$ cat src/include/fm_config.svh
`ifndef FM_CONFIG_SVH
`define FM_CONFIG_SVH

// number of monitored clocks
`define FM_NUM_CLOCKS 3

// measurement timer in clk_usb cycles
`define FM_TIMER_WIDTH 14

// rising edge of this bit fires the gate, one every 1024 cycles
`define FM_GATE_BIT 9

`define FM_HEART_BIT 12   // timer heartbeat
`define FM_FLASH_BIT 11   // flash pattern source

// edge counter and latched frequency width
`define FM_COUNT_WIDTH 16

// running edge count bit used as channel heartbeat
`define FM_LED_BIT 4

`endif

$ cat src/fm_pkg.sv
`include "fm_config.svh"

package fm_pkg;

   // outputs of the measurement timer
   typedef struct packed {
      logic gate;        // one cycle per measurement window
      logic heartbeat;
      logic flash;
   } fm_timebase_t;

   // per-channel result, one per monitored clock
   typedef struct packed {
      logic [`FM_COUNT_WIDTH-1:0] freq;   // edges in last window
      logic                       valid;  // a window has been latched
      logic                       change; // sticky
      logic                       heartbeat;
   } fm_chan_status_t;

   // LED source selection
   typedef enum logic [1:0] {
      LED_STATUS = 2'd0,
      LED_TIMER  = 2'd1,
      LED_CHAN   = 2'd2,
      LED_EXT    = 2'd3
   } fm_led_mode_t;

endpackage

$ cat src/fm_channel.sv
`timescale 1ns/10ps
`include "fm_config.svh"

module fm_channel (
   input  logic                       clk_usb,
   input  logic                       reset,
   input  logic                       mon_clk_i,
   input  logic                       gate_i,
   input  logic [`FM_COUNT_WIDTH-1:0] change_limit_i,
   input  logic                       monitor_disable_i,
   output fm_pkg::fm_chan_status_t    status_o
);

   logic                       mon_meta_q;
   logic                       mon_sync_q;
   logic                       mon_prev_q;
   logic                       mon_rise;
   logic [`FM_COUNT_WIDTH-1:0] edge_cnt_q;   // running count in current window
   logic [`FM_COUNT_WIDTH-1:0] freq_q;
   logic                       valid_q;
   logic                       change_q;
   logic [`FM_COUNT_WIDTH-1:0] count_diff;
   logic                       over_limit;

   // monitored clock is treated as a slow async input
   always_ff @(posedge clk_usb) begin
      if (reset) begin
         mon_meta_q <= 1'b0;
         mon_sync_q <= 1'b0;
         mon_prev_q <= 1'b0;
      end
      else begin
         mon_meta_q <= mon_clk_i;
         mon_sync_q <= mon_meta_q;
         mon_prev_q <= mon_sync_q;
      end
   end

   assign mon_rise = mon_sync_q & ~mon_prev_q;

   // edges in the gate cycle belong to the new window
   always_ff @(posedge clk_usb) begin
      if (reset) begin
         edge_cnt_q <= '0;
         freq_q     <= '0;
         valid_q    <= 1'b0;
      end
      else if (gate_i) begin
         edge_cnt_q <= {{(`FM_COUNT_WIDTH-1){1'b0}}, mon_rise};
         freq_q     <= edge_cnt_q;
         valid_q    <= 1'b1;
      end
      else begin
         edge_cnt_q <= edge_cnt_q + {{(`FM_COUNT_WIDTH-1){1'b0}}, mon_rise};
      end
   end

   // absolute difference of new count against last latched one
   always_comb begin
      if (edge_cnt_q > freq_q)
         count_diff = edge_cnt_q - freq_q;
      else
         count_diff = freq_q - edge_cnt_q;
   end

   assign over_limit = count_diff > change_limit_i;

   // first window has nothing to compare with, hence valid
   always_ff @(posedge clk_usb) begin
      if (reset)
         change_q <= 1'b0;
      else if (monitor_disable_i)
         change_q <= 1'b0;
      else if (gate_i && valid_q && over_limit)
         change_q <= 1'b1;
   end

   assign status_o = '{
      freq:      freq_q,
      valid:     valid_q,
      change:    change_q,
      heartbeat: edge_cnt_q[`FM_LED_BIT]
   };

   a_disable_clears : assert property (
      @(posedge clk_usb) disable iff (reset)
      monitor_disable_i |=> !change_q
   );

   // once a window is latched the readout stays valid
   a_valid_sticky : assert property (
      @(posedge clk_usb) disable iff (reset)
      valid_q |=> valid_q
   );

endmodule

$ cat src/fm_gate_timer.sv
`timescale 1ns/10ps
`include "fm_config.svh"

module fm_gate_timer (
   input  logic                 clk_usb,
   input  logic                 reset,
   output fm_pkg::fm_timebase_t timebase_o
);

   logic [`FM_TIMER_WIDTH-1:0] timer_q;
   logic                       gate_bit_q;   // delayed copy of the gate bit
   logic                       gate_q;
   logic                       flash_q;

   always_ff @(posedge clk_usb) begin
      if (reset) begin
         timer_q    <= '0;
         gate_bit_q <= 1'b0;
         gate_q     <= 1'b0;
      end
      else begin
         timer_q    <= timer_q + 1'b1;
         gate_bit_q <= timer_q[`FM_GATE_BIT];
         gate_q     <= timer_q[`FM_GATE_BIT] & ~gate_bit_q;   // rising edge only
      end
   end

   // flash only moves during the upper half of the timer period
   always_ff @(posedge clk_usb) begin
      if (reset)
         flash_q <= 1'b0;
      else if (timer_q[`FM_TIMER_WIDTH-1])
         flash_q <= ~timer_q[`FM_FLASH_BIT];
   end

   assign timebase_o = '{
      gate:      gate_q,
      heartbeat: timer_q[`FM_HEART_BIT],
      flash:     flash_q
   };

   // gate is a single-cycle strobe
   a_gate_single : assert property (
      @(posedge clk_usb) disable iff (reset)
      gate_q |=> !gate_q
   );

endmodule

$ cat src/fm_monitor_top.sv
`timescale 1ns/10ps
`include "fm_config.svh"

module fm_monitor_top (
   input  logic                       clk_usb,
   input  logic                       reset,
   input  logic [`FM_NUM_CLOCKS-1:0]  mon_clk_i,
   input  logic [`FM_COUNT_WIDTH-1:0] change_limit_i,
   input  logic                       monitor_disable_i,
   input  logic [1:0]                 freq_sel_i,
   input  fm_pkg::fm_led_mode_t       led_mode_i,
   input  logic                       armed_i,
   input  logic                       capture_i,
   output logic [`FM_COUNT_WIDTH-1:0] freq_o,
   output logic                       ext_change_o,
   output logic                       led_armed_o,
   output logic                       led_capture_o,
   output logic                       gate_o
);

   import fm_pkg::*;

   fm_timebase_t                          timebase;
   fm_chan_status_t [`FM_NUM_CLOCKS-1:0]  chan_status;

   fm_gate_timer u_gate_timer (
      .clk_usb    (clk_usb),
      .reset      (reset),
      .timebase_o (timebase)
   );

   // identical channels, all counting in clk_usb
   for (genvar i = 0; i < `FM_NUM_CLOCKS; i++) begin : g_chan
      fm_channel u_channel (
         .clk_usb           (clk_usb),
         .reset             (reset),
         .mon_clk_i         (mon_clk_i[i]),
         .gate_i            (timebase.gate),
         .change_limit_i    (change_limit_i),
         .monitor_disable_i (monitor_disable_i),
         .status_o          (chan_status[i])
      );
   end

   fm_status_mux u_status_mux (
      .clk_usb           (clk_usb),
      .reset             (reset),
      .chan_status_i     (chan_status),
      .timebase_i        (timebase),
      .freq_sel_i        (freq_sel_i),
      .led_mode_i        (led_mode_i),
      .monitor_disable_i (monitor_disable_i),
      .armed_i           (armed_i),
      .capture_i         (capture_i),
      .freq_o            (freq_o),
      .ext_change_o      (ext_change_o),
      .led_armed_o       (led_armed_o),
      .led_capture_o     (led_capture_o)
   );

   assign gate_o = timebase.gate;   // measurement pulse for outside use

endmodule

$ cat src/fm_status_mux.sv
`timescale 1ns/10ps
`include "fm_config.svh"

module fm_status_mux (
   input  logic                                           clk_usb,
   input  logic                                           reset,
   input  fm_pkg::fm_chan_status_t [`FM_NUM_CLOCKS-1:0]   chan_status_i,
   input  fm_pkg::fm_timebase_t                           timebase_i,
   input  logic [1:0]                                     freq_sel_i,
   input  fm_pkg::fm_led_mode_t                           led_mode_i,
   input  logic                                           monitor_disable_i,
   input  logic                                           armed_i,
   input  logic                                           capture_i,
   output logic [`FM_COUNT_WIDTH-1:0]                     freq_o,
   output logic                                           ext_change_o,
   output logic                                           led_armed_o,
   output logic                                           led_capture_o
);

   import fm_pkg::*;

   logic any_change;
   logic ext_change_q;

   // frequency readout, zero for unused selections
   always_comb begin
      freq_o = '0;
      if (freq_sel_i < `FM_NUM_CLOCKS)
         freq_o = chan_status_i[freq_sel_i].freq;
   end

   always_comb begin
      any_change = 1'b0;
      for (int i = 0; i < `FM_NUM_CLOCKS; i++)
         any_change = any_change | chan_status_i[i].change;
   end

   // clk_usb copy so a dead monitored clock can still be cleared
   always_ff @(posedge clk_usb) begin
      if (reset)
         ext_change_q <= 1'b0;
      else if (monitor_disable_i)
         ext_change_q <= 1'b0;
      else
         ext_change_q <= any_change;
   end

   assign ext_change_o = ext_change_q;

   always_comb begin
      if (ext_change_q) begin   // change overrides any mode
         led_armed_o   = timebase_i.flash;
         led_capture_o = timebase_i.flash;
      end
      else begin
         case (led_mode_i)
            LED_TIMER: begin
               led_armed_o   = timebase_i.heartbeat;
               led_capture_o = chan_status_i[0].heartbeat;
            end
            LED_CHAN: begin
               led_armed_o   = chan_status_i[1].heartbeat;
               led_capture_o = chan_status_i[2].heartbeat;
            end
            LED_EXT: begin
               led_armed_o   = chan_status_i[2].heartbeat;
               led_capture_o = ext_change_q;
            end
            default: begin
               led_armed_o   = armed_i;
               led_capture_o = capture_i;
            end
         endcase
      end
   end

endmodule

$ cat config.mk
export PLATFORM = sky130hd
export DESIGN_NAME = fm_monitor_top
export DESIGN_NICKNAME = d
export VERILOG_FILES = /design/src/fm_pkg.sv /design/src/fm_channel.sv /design/src/fm_gate_timer.sv /design/src/fm_monitor_top.sv /design/src/fm_status_mux.sv
export VERILOG_INCLUDE_DIRS = /design/src /design/src/include
export SDC_FILE = /design/constraint.sdc
export NUM_CORES = 1
export LEC_CHECK = 0
export ABC_AREA = 1
export BUFFER_PORTS_ARGS = -buffer_cell sky130_fd_sc_hd__buf_4
export CORE_MARGIN = 1
export CORE_UTILIZATION = 35
export DETAILED_ROUTE_END_ITERATION = 8
export PLACE_DENSITY = 0.61
export RECOVER_POWER = 100
export SLEW_MARGIN = 0
export SYNTH_ARGS = -nofsm -noshare
export SYNTH_HDL_FRONTEND = slang
export SYNTH_SLANG_ARGS = --single-unit
$ cat constraint.sdc
create_clock -name clk_usb -period 3.8 [get_ports clk_usb]
set_clock_uncertainty 0.15 [all_clocks]
set_input_delay 0.38 -clock clk_usb [delete_from_list [all_inputs] [get_ports clk_usb]]
set_output_delay 0.38 -clock clk_usb [all_outputs]
set_load 0.1 [all_outputs]
==> results_dict.tcl, run 1 <==
set metrics [dict create \
    cts_tree "done" \
    worst_ir_drop_vdd_mv 0.265 \
    drt_iter0_markers 802 \
    fillers 3831 \
    place_congestion 0.958 \
    cts.clk_slew.worst_paths_ns 0.07 \
    synth_top_family_by_area "simple AND/OR/NAND/NOR gates" \
    synth.yosys.seq_area_share 0.207 \
    drive_gt1_frac 0.0398 \
    crit_top_cell "nand2_1" \
    cts-buffers-inserted 17 \
    syn_inst 2067 \
    drv_cap 0 \
    synth_compound_area_frac 0.113 \
    layout.nets 2279 \
    globalRoute.busiestLayer "met2" \
    cellLeakagePower_uw 0.00740 \
    post-route-drc-count 0 \
    drtPass1Iterations 6 \
    relSlewSlack 0.0790 \
    max_slew.worst_pin.slew_ns 1.38 \
    dpl.hpwl_mm 30.6 \
    outcome "completed" \
    use_met3 0.0360 \
    synth-adder-area-share 0.160 \
    yosysWarnings 0 \
    utilization 0.393 \
    grt_pass1_wl_mm 59.4 \
    die-area_um2 35900 \
    htree_levels 4 \
    insertion_delay_ns 0.44 \
    end_kind "flop" \
    synthMuxAreaShare 0 \
    cts_root_buf "clkbuf_16" \
    synth_cell_types 39 \
    worst-path-max-fanout 17 \
    cts.sinks 127 \
    syn_area_um2 12300 \
    ios 48 \
    drv_slew 0 \
    worstHoldPathType "in -> reg" \
    drt_wl_total_mm 36.8 \
    dp_cells 2530 \
    fp.dieW_um 189 \
    viasPerCell 4.82 \
    vias 12400 \
    fin_cells 2565 \
    ant_nets 0 \
    worst-setup-path-type "reg -> reg" \
    dp_slack_ns 0.343 \
    fin_total_pwr_uw 3590 \
    crit_path_top_delay_cell "ha_1" \
    core-area_um2 34500 \
    use_met1 0.302 \
    synth_xor_area_frac 0.0335 \
    synth_nets 2249 \
    syn_avg_cell_area_um2 5.95 \
    grt_max_degree 34 \
    antenna_found_initial 0 \
    finalSetupViolCount 0 \
    start_util 0.356 \
    fin_ws_ns 0.345 \
    worstPathRequired_ns 4.02 \
    critPathLaunchType "flop" \
    area_growth_pct 10.5 \
    first_global_vias 11300 \
    period_minus_slack_ns 3.45 \
    rrSetupSlack_ns 0.35 \
    rsz0062_at_grt "false" \
    pwr_density_cell_nw_per_um2 264 \
    wl_per_cell_um 14.4 \
    arrival_ns 3.67 \
    critical_path_buf_inv_count 5 \
    cpPeakStageDelay_ns 0.43 \
    setup-tns-final_ns 0 \
    r2r-start "g_chan[0].u_channel.edge_cnt_q[4]$_SDFF_PP0_" \
    cp_top_family "simple AND/OR/NAND/NOR gates" \
    clock.fmax_ghz 0.289 \
    synthSimpleGateAreaFrac 0.336 \
    crit_chain "inv_1 > ha_1 > nand2_1 > inv_1 > nand2_1 > inv_1 > nand2_1 > nand2_1 > nand2_1 > nand2_2 > nand2_4 > inv_4 > nand2_1 > nand2_1 > inv_1 > ha_1 > nand4_1 > nor3_1 > nand2_1 > nand2_1 > nand2_1 > a21oi_1" \
    hold_viol_final 0 \
    cts_buffer_depth 2 \
    critPathLaunch "g_chan[0].u_channel.edge_cnt_q[4]$_SDFF_PP0_" \
    antenna-diode-count 0 \
    grt_use_met2 0.317 \
    grt_overflow_total 0 \
    row_count 68 \
    hp-start "monitor_disable_i" \
    cts_setup_buffers 0 \
    io_buffers 47 \
    die_h_um 189 \
    ys_ff_latch 127 \
    finalCritPeriodShare 0.909 \
    grtUsageTotal 0.209 \
]
## synthesized netlist by cell type (all sizes together)
library cell	number	area, um2
nor2	121	492
o21a	4	30.0
nor4	1	6.26
o31ai	3	22.5
nand3b	3	22.5
and3	1	6.26
nand3	102	515
nand2	723	2760
nand4	21	131
nor3	33	165
nor3b	1	7.51
o21bai	3	22.5
dfxtp	127	2540
fa	6	120
a211oi	1	7.51
buf	17	126
xnor2	9	78.8
or2	1	6.26
a31oi	3	18.8
and2	4	25.0
o41ai	1	8.76
o22ai	63	394
a21oi	135	676
ha	148	1850
xor2	38	333
o21ai	43	215
inv	428	1610
clkbuf	27	101
## power by group
part | internal [uW] | switching, uW
registers | 1340 | 5.96
clock network | 1100 | 645
logic | 183 | 324
total | 2620 | 975
## area by class of cell
| class | count | area (um2) | share of cell area |
|---|---|---|---|
| multi-input combinational | 1468 | 7920 | 0.583 |
| sequential | 127 | 2540 | 0.187 |
| inverter | 428 | 1610 | 0.119 |
| tap | 455 | 569 | 0.0419 |
| clock buffer | 18 | 429 | 0.0316 |
| timing repair buffer | 55 | 328 | 0.0241 |
| clock inverter | 14 | 190 | 0.0140 |
## path summary, 6_finish.rpt
kind                                                     to  depth (start not counted)
hold reg to reg              u_gate_timer.gate_q$_SDFF_PP0_                          1
setup reg to reg  g_chan[0].u_channel.change_q$_SDFFE_PP0P_                         22
setup / recovery  g_chan[0].u_channel.change_q$_SDFFE_PP0P_                         22
hold / removal    g_chan[2].u_channel.change_q$_SDFFE_PP0P_                          3
## state kept, by name, indices dropped and copies added, names as in the netlist
name	cells
g_chan.u_channel.change_q	3
g_chan.u_channel.edge_cnt_q	48
g_chan.u_channel.freq_q	48
g_chan.u_channel.mon_meta_q	3
g_chan.u_channel.mon_prev_q	3
g_chan.u_channel.mon_sync_q	3
g_chan.u_channel.valid_q	1
u_gate_timer.flash_q	1
u_gate_timer.gate_bit_q	1
u_gate_timer.gate_q	1
u_gate_timer.timer_q	14
u_status_mux.ext_change_o	1
## logic make-up after synthesis
kind of cell               count (synthesis)
AOI/OAI and AO/OA                        256
buffers and inverters                    472
and+or+nand+nor                         1011
adders and majority gates                154
xor gates and xnor gates                  47
DFF                                      127
## layout by cell type, fill, tap and decap left out, types with 38 or more instances in the layout
cell	netlist	layout
a21oi_1	135	135
dfxtp_1	127	126
ha_1	148	148
inv_1	423	424
nand2_1	712	712
nand3_1	101	101
nor2_1	114	115
o21ai_0	40	40
o22ai_1	63	63
xor2_1	38	38
## routing by layer
metal	vias up	part of all wire
li1	6461	-
met1	5566	0.50
met5	-	0
met3	39	0.058
met2	306	0.42
met4	0	0.016
## tightest hold or removal path, stage by stage
cell,delay (ns)
buf_4,0.08
or2_2,0.13
a21oi_1,0.05
## timing repair
action | in CTS | in global routing
hold buffers | 3 | 0
gates resized for setup | 0 | 1
setup endpoints to repair | 0 | 1
endpoints found under the hold margin | 3 | 0
## through the flow
step,hold slack [ns],instance area (um2)
after global routing,0.105,13600
after global placement,0.229,13000
after detailed placement,0.233,13000
final,0.0972,13600
after floorplan,0.223,12300
after CTS,0.0816,13700
Note: power is estimated with default switching activity, not from simulation.
==> inputs of run 2 (changes only) <==
--- a/config.mk
+++ b/config.mk
@@ -11,9 +11,9 @@
 export CORE_MARGIN = 1
 export CORE_UTILIZATION = 35
 export DETAILED_ROUTE_END_ITERATION = 8
-export PLACE_DENSITY = 0.61
+export PLACE_DENSITY = 0.48
 export RECOVER_POWER = 100
-export SLEW_MARGIN = 0
+export SLEW_MARGIN = 25
 export SYNTH_ARGS = -nofsm -noshare
 export SYNTH_HDL_FRONTEND = slang
 export SYNTH_SLANG_ARGS = --single-unit
==> run 2 against run 1 <==
The run now ends with capacitance limit, slew limit left; largest cell class unchanged; first-iteration DRC count fell by 0.62%; combinational power barely moved; utilization fell by 0.054 points.
==> results_dict.tcl, run 2 (synthesis results as in run 1) <==
set metrics [dict create \
    outcome "finished with violations" \
    violations "capacitance limit, slew limit" \
    cts_hold_buf 1 \
    row_count 68 \
    crit_top_cell "nand2_1" \
    dpl_cell_area_um2 13000 \
    fp.dieW_um 189 \
    critPathLaunchType "flop" \
    p_comb_frac 0.140 \
    rsz0062_at_grt "false" \
    dpl.hpwl_mm 32.1 \
    crit_path_top_delay_cell "dfxtp_1" \
    period_minus_slack_ns 3.38 \
    fin_cells 2564 \
    cts_buffer_depth 2 \
    hold_viol_final 0 \
    place_congestion 0.908 \
    reg.largest.list "g_chan.u_channel.edge_cnt_q (48), g_chan.u_channel.freq_q (48), u_gate_timer.timer_q (14)" \
    drt_wl_total_mm 38.6 \
    dp_cells 2531 \
    grtUsageTotal 0.219 \
    cts-resized-gates 0 \
    power.share.clock 0.486 \
    cts_root_buf "clkbuf_16" \
    worstPathRequired_ns 4.02 \
    r2r-start "g_chan[2].u_channel.edge_cnt_q[0]$_SDFF_PP0_" \
    worst_ir_drop_vdd_mv 0.276 \
    htree_levels 4 \
    cts-buffers-inserted 17 \
    finalSetupViolCount 0 \
    vias 12100 \
    hp-start "mon_clk_i[2]" \
    grt_pass1_wl_mm 61.2 \
    intPower_uw 2580 \
    area_growth_pct 10.4 \
    worstHoldPathType "in -> reg" \
    drive_gt1_frac 0.0398 \
    seqPwrFrac 0.373 \
    switching_share 0.284 \
    utilization 0.393 \
    post-route-drc-count 0 \
    worst-path-stages 22 \
    p_sw_uw 1020 \
    insertion_delay_ns 0.44 \
    hold_ws_ns 0.0197 \
    worstReg2RegEnd "g_chan[2].u_channel.change_q$_SDFFE_PP0P_" \
    start_util 0.356 \
    rrSetupSlack_ns 0.42 \
    die_h_um 189 \
    io_buffers 47 \
    antenna_found_initial 1 \
    cts.sinks 127 \
    grt_overflow_total 0 \
    ios 48 \
    drtPass1Iterations 5 \
    drv_slew 29 \
    hold-path-endpoint "g_chan[2].u_channel.mon_meta_q$_SDFF_PP0_" \
    antenna-diode-count 0 \
    drt_iter0_markers 797 \
    pwr_density_cell_nw_per_um2 266 \
    worst-setup-path-type "reg -> reg" \
    drv_cap 1 \
    crit_chain "inv_1 > ha_1 > inv_1 > fa_1 > nand3_1 > nand3_1 > nand2_1 > nand2_1 > nand2_1 > nand2_1 > nand2_4 > inv_4 > nand2_1 > nand2_1 > inv_1 > ha_1 > nand4_1 > nor3_1 > nand2_1 > nand2_1 > nand2_1 > a21oi_1" \
    cellLeakagePower_uw 0.00739 \
    cpPeakStageDelay_ns 0.37 \
    worst-path-max-fanout 17 \
    die-area_um2 35900 \
    arrival_ns 3.61 \
    relSlewSlack -0.0363 \
    core-area_um2 34500 \
    grt_max_degree 37 \
    ff2ff_path_depth 22 \
    setup-tns-final_ns 0 \
    finalInstanceArea_um2 13600 \
    layout.nets 2278 \
    min_path_cells 3 \
    cp_top_family "simple AND/OR/NAND/NOR gates" \
    ant_nets 0 \
    clock.fmax_ghz 0.295 \
    cts.clk_slew.worst_paths_ns 0.07 \
    final_cell_mix "nand2_1, inv_1, ha_1, a21oi_1, dfxtp_1" \
    finalCritPeriodShare 0.891 \
    end_kind "flop" \
    viasPerCell 4.72 \
    critical_path_buf_inv_count 4 \
    fillers 3959 \
    max_slew.worst_pin.slew_ns 1.55 \
    wl_per_cell_um 15.1 \
    final_common_cell "nand2_1" \
    cts_setup_buffers 0 \
    first_global_vias 11400 \
    cts_tree "done" \
]
run 2: cell count changes in the layout (fill, tap and decap cells not counted), sizes merged:
cell,previous run,this run
dlygate4sd3,3,1
clkbuf,46,44
buf,24,27
inv,429,433
bufinv,4,3
clkinv,7,3
clkinvlp,2,3
run 2: worst reg2reg max path, cell delays in order, from the launching register on:
cell and delay (ns):
dfxtp_1 0.37, inv_1 0.08, ha_1 0.18, inv_1 0.14, fa_1 0.29, nand3_1 0.09
nand3_1 0.16, nand2_1 0.07, nand2_1 0.11, nand2_1 0.06, nand2_1 0.10, nand2_4 0.15
inv_4 0.19, nand2_1 0.07, nand2_1 0.08, inv_1 0.05, ha_1 0.28, nand4_1 0.13
nor3_1 0.25, nand2_1 0.09, nand2_1 0.07, nand2_1 0.05, a21oi_1 0.11
run 2: routing by layer:
metal	global-route usage	part of all wire	vias up
met5	0	0	-
met4	0.0602	0.021	0
met3	0.0252	0.033	33
met2	0.340	0.42	194
met1	0.315	0.53	5406
li1	-	-	6468
run 2: how the worst max path moves through the flow:
stage / slack [ns] / endpoint / start
floorplan: 0.34 / led_capture_o / u_status_mux.ext_change_o$_SDFF_PP0_
global route: 0.03 / g_chan[0].u_channel.change_q$_SDFFE_PP0P_ / g_chan[0].u_channel.edge_cnt_q[4]$_SDFF_PP0_
global placement: 0.53 / g_chan[0].u_channel.change_q$_SDFFE_PP0P_ / g_chan[0].u_channel.edge_cnt_q[4]$_SDFF_PP0_
detailed placement: 0.45 / g_chan[0].u_channel.change_q$_SDFFE_PP0P_ / g_chan[0].u_channel.edge_cnt_q[4]$_SDFF_PP0_
finish: 0.42 / g_chan[2].u_channel.change_q$_SDFFE_PP0P_ / g_chan[2].u_channel.edge_cnt_q[0]$_SDFF_PP0_
CTS: 0.43 / g_chan[0].u_channel.change_q$_SDFFE_PP0P_ / g_chan[0].u_channel.edge_cnt_q[4]$_SDFF_PP0_
run 2: layout make-up:
type                            instances  area [um2]  share of cell area
Multi-Input combinational cell       1468        7920               0.583
Sequential cell                       127        2540               0.187
Inverter                              428        1610               0.119
Tap cell                              455         569              0.0419
Clock buffer                           18         439              0.0324
Timing Repair Buffer                   54         312              0.0230
Clock inverter                         14         181              0.0134
run 2: power by group through the flow:
stage               logic (uW)  registers (uW)  clock network, uW
floorplan                  375            1370                  0
global placement           505            1380                  0
detailed placement         511            1380                  0
CTS                        514            1350               1790
global route               594            1350               1830
finish                     506            1350               1750
run 2: through the flow:
stage / total power, uW / setup WS (ns)
3_3_place_gp: 1880 / 0.526
4_1_cts: 3640 / 0.432
6_report: 3600 / 0.416
5_1_grt: 3770 / 0.0267
2_1_floorplan: 1750 / 0.336
3_5_place_dp: 1890 / 0.454
==> inputs of run 3 (changes only) <==
==> constraint.sdc (replaced) <==
create_clock -name clk_usb -period 4.1 [get_ports clk_usb]
set_clock_uncertainty 0.15 [all_clocks]
set_input_delay 0.41 -clock clk_usb [delete_from_list [all_inputs] [get_ports clk_usb]]
set_output_delay 0.41 -clock clk_usb [all_outputs]
set_load 0.1 [all_outputs]
==> run 3 against run 2 <==
The run still ends with capacitance limit, slew limit left; fmax shrank 7.1%; die area is the same; clock power shrank 11%; first-iteration DRC count shrank 13%; highest routed layer unchanged; non-clock buffer count shrank 3; wire length shrank 0.38%; sequential power shrank 7%; register-to-register slack gained 0.04 ns; final cell count shrank 0.16%; critical endpoint unchanged; worst setup slack gained 0.042 ns; global-route usage grew 0.13 points; sequential cell count is the same.
==> results_dict.tcl, run 3 (synthesis results as in run 1) <==
set metrics [dict create \
    pwr_density_cell_nw_per_um2 242 \
    grt_pass1_wl_mm 61.3 \
    drv_cap 2 \
    ant_nets 0 \
    worst-setup-path-type "reg -> reg" \
    clock.fmax_ghz 0.275 \
    reg.largest.list "g_chan.u_channel.edge_cnt_q (48), g_chan.u_channel.freq_q (48), u_gate_timer.timer_q (14)" \
    max_slew.worst_pin.slew_ns 1.62 \
    cts_setup_buffers 0 \
    critical_path_buf_inv_count 3 \
    relSlewSlack -0.0768 \
    wl_per_cell_um 15.0 \
    place_congestion 0.925 \
    r2r-start "g_chan[2].u_channel.edge_cnt_q[4]$_SDFF_PP0_" \
    dp_slack_ns 0.545 \
    cellLeakagePower_uw 0.00736 \
    area_growth_pct 10.0 \
    hold-path-endpoint "g_chan[1].u_channel.mon_meta_q$_SDFF_PP0_" \
    cts_hold_buf 0 \
    finalCritPeriodShare 0.888 \
    dpl.hpwl_mm 32.0 \
    final_cell_mix "nand2_1, inv_1, ha_1, a21oi_1, dfxtp_1" \
    layout.nets 2275 \
    period_minus_slack_ns 3.64 \
    vias 12200 \
    core-area_um2 34500 \
    finalSetupViolCount 0 \
    antenna-diode-count 0 \
    setup-tns-final_ns 0 \
    insertion_delay_ns 0.44 \
    cts_tree "done" \
    antenna_found_initial 1 \
    viasPerCell 4.76 \
    ios 48 \
    outcome "finished with violations" \
    final_common_cell "nand2_1" \
    arrival_ns 3.86 \
    utilization 0.392 \
    die_h_um 189 \
    crit_top_cell "nand2_1" \
    end_kind "flop" \
    cts.sinks 127 \
    cts.clk_slew.worst_paths_ns 0.06 \
    start_util 0.356 \
    first_global_vias 11200 \
    drt_wl_total_mm 38.5 \
    route.met2.wl_mm 15.9 \
    grtUsageTotal 0.220 \
    worstReg2RegEnd "g_chan[2].u_channel.change_q$_SDFFE_PP0P_" \
    fp.dieW_um 189 \
    io_buffers 47 \
    cp_top_family "simple AND/OR/NAND/NOR gates" \
    routed-wl-met3_mm 1.72 \
    htree_levels 4 \
    grt_max_degree 69 \
    cts-resized-gates 0 \
    cts_buffer_depth 2 \
    cts_root_buf "clkbuf_16" \
    drive_gt1_frac 0.0394 \
    crit_path_top_delay_cell "dfxtp_1" \
    crit_chain "inv_1 > ha_1 > nand2_1 > nor2_2 > nand2_1 > nand2_1 > nand2_1 > nand2_2 > nand2_4 > inv_2 > nand2_1 > nand2_1 > inv_1 > ha_1 > nand4_1 > nor3_1 > nand2_1 > nand2_1 > nand2_1 > a21oi_1" \
    fin_ws_ns 0.458 \
    hold_ws_ns 0.0360 \
    rrSetupSlack_ns 0.46 \
    die-area_um2 35900 \
    worst_ir_drop_vdd_mv 0.236 \
    fillers 3915 \
    post-route-drc-count 0 \
    drv_slew 98 \
    top_layer_used "met4" \
    worstHoldPathType "in -> reg" \
    wl_met1_mm 19.7 \
    worst-path-max-fanout 17 \
    drtPass1Iterations 5 \
    cts-buffers-inserted 17 \
    hold_viol_final 0 \
    worstPathRequired_ns 4.32 \
    min_path_cells 3 \
    row_count 68 \
    drt_iter0_markers 691 \
    cpPeakStageDelay_ns 0.54 \
    violations "capacitance limit, slew limit" \
    ff2ff_path_depth 20 \
    grt_overflow_total 0 \
    hp-start "mon_clk_i[1]" \
    critPathLaunchType "flop" \
    rsz0062_at_grt "false" \
]
==> run 3: cell count changes in the layout (fill, tap and decap cells not counted), sizes merged <==
cell,previous run,this run
clkbuf,44,43
inv,433,429
buf,27,26
dlygate4sd3,1,0
clkinv,3,6
==> run 3: metal layers <==
layer  vias to the layer above  GRT usage
li1                       6457          -
met4                         0     0.0841
met2                       213      0.328
met5                         -          0
met3                        39     0.0376
met1                      5464      0.313
==> run 3: worst reg2reg max path: stages (launching register included) <==
cell and delay [ns]:
dfxtp_1 0.54, inv_1 0.16, ha_1 0.40, nand2_1 0.13, nor2_2 0.20, nand2_1 0.08, nand2_1 0.12, nand2_1 0.08
nand2_2 0.09, nand2_4 0.14, inv_2 0.28, nand2_1 0.09, nand2_1 0.07, inv_1 0.05, ha_1 0.30, nand4_1 0.15
nor3_1 0.24, nand2_1 0.08, nand2_1 0.07, nand2_1 0.05, a21oi_1 0.11
==> run 3: how the worst max path moves through the flow <==
stage / startpoint / to / slack [ns] / depth (start not counted)
3_3_place_gp: g_chan[2].u_channel.edge_cnt_q[4]$_SDFF_PP0_ / g_chan[2].u_channel.change_q$_SDFFE_PP0P_ / 0.51 / 20
5_1_grt: g_chan[2].u_channel.edge_cnt_q[4]$_SDFF_PP0_ / g_chan[2].u_channel.change_q$_SDFFE_PP0P_ / 0.15 / 20
3_5_place_dp: g_chan[2].u_channel.edge_cnt_q[4]$_SDFF_PP0_ / g_chan[2].u_channel.change_q$_SDFFE_PP0P_ / 0.54 / 20
6_report: g_chan[2].u_channel.edge_cnt_q[4]$_SDFF_PP0_ / g_chan[2].u_channel.change_q$_SDFFE_PP0P_ / 0.46 / 20
4_1_cts: g_chan[2].u_channel.edge_cnt_q[4]$_SDFF_PP0_ / g_chan[2].u_channel.change_q$_SDFFE_PP0P_ / 0.53 / 20
2_1_floorplan: u_status_mux.ext_change_o$_SDFF_PP0_ / led_capture_o / 0.61 / 1
==> run 3: area by class of cell <==
type,count,area [um2],share of cell area
sequential,127,2540,0.188
clock inverter,13,165,0.0122
timing repair buffer,51,292,0.0216
inverter,428,1610,0.119
tap,455,569,0.0421
multi-input combinational,1468,7920,0.586
clock buffer,18,429,0.0317
==> run 3: where the power goes <==
group | internal [uW] | switching [uW]
clock network | 955 | 600
logic | 165 | 299
registers | 1240 | 5.68
total | 2360 | 905
==> run 3: through the flow <==
step	std cells	cell area [um2]	power [uW]
CTS	2560	13600	3310
detailed placement	2529	13000	1750
floorplan	2067	12300	1620
finish	2560	13500	3270
global placement	2529	13000	1740
global route	2560	13500	3440
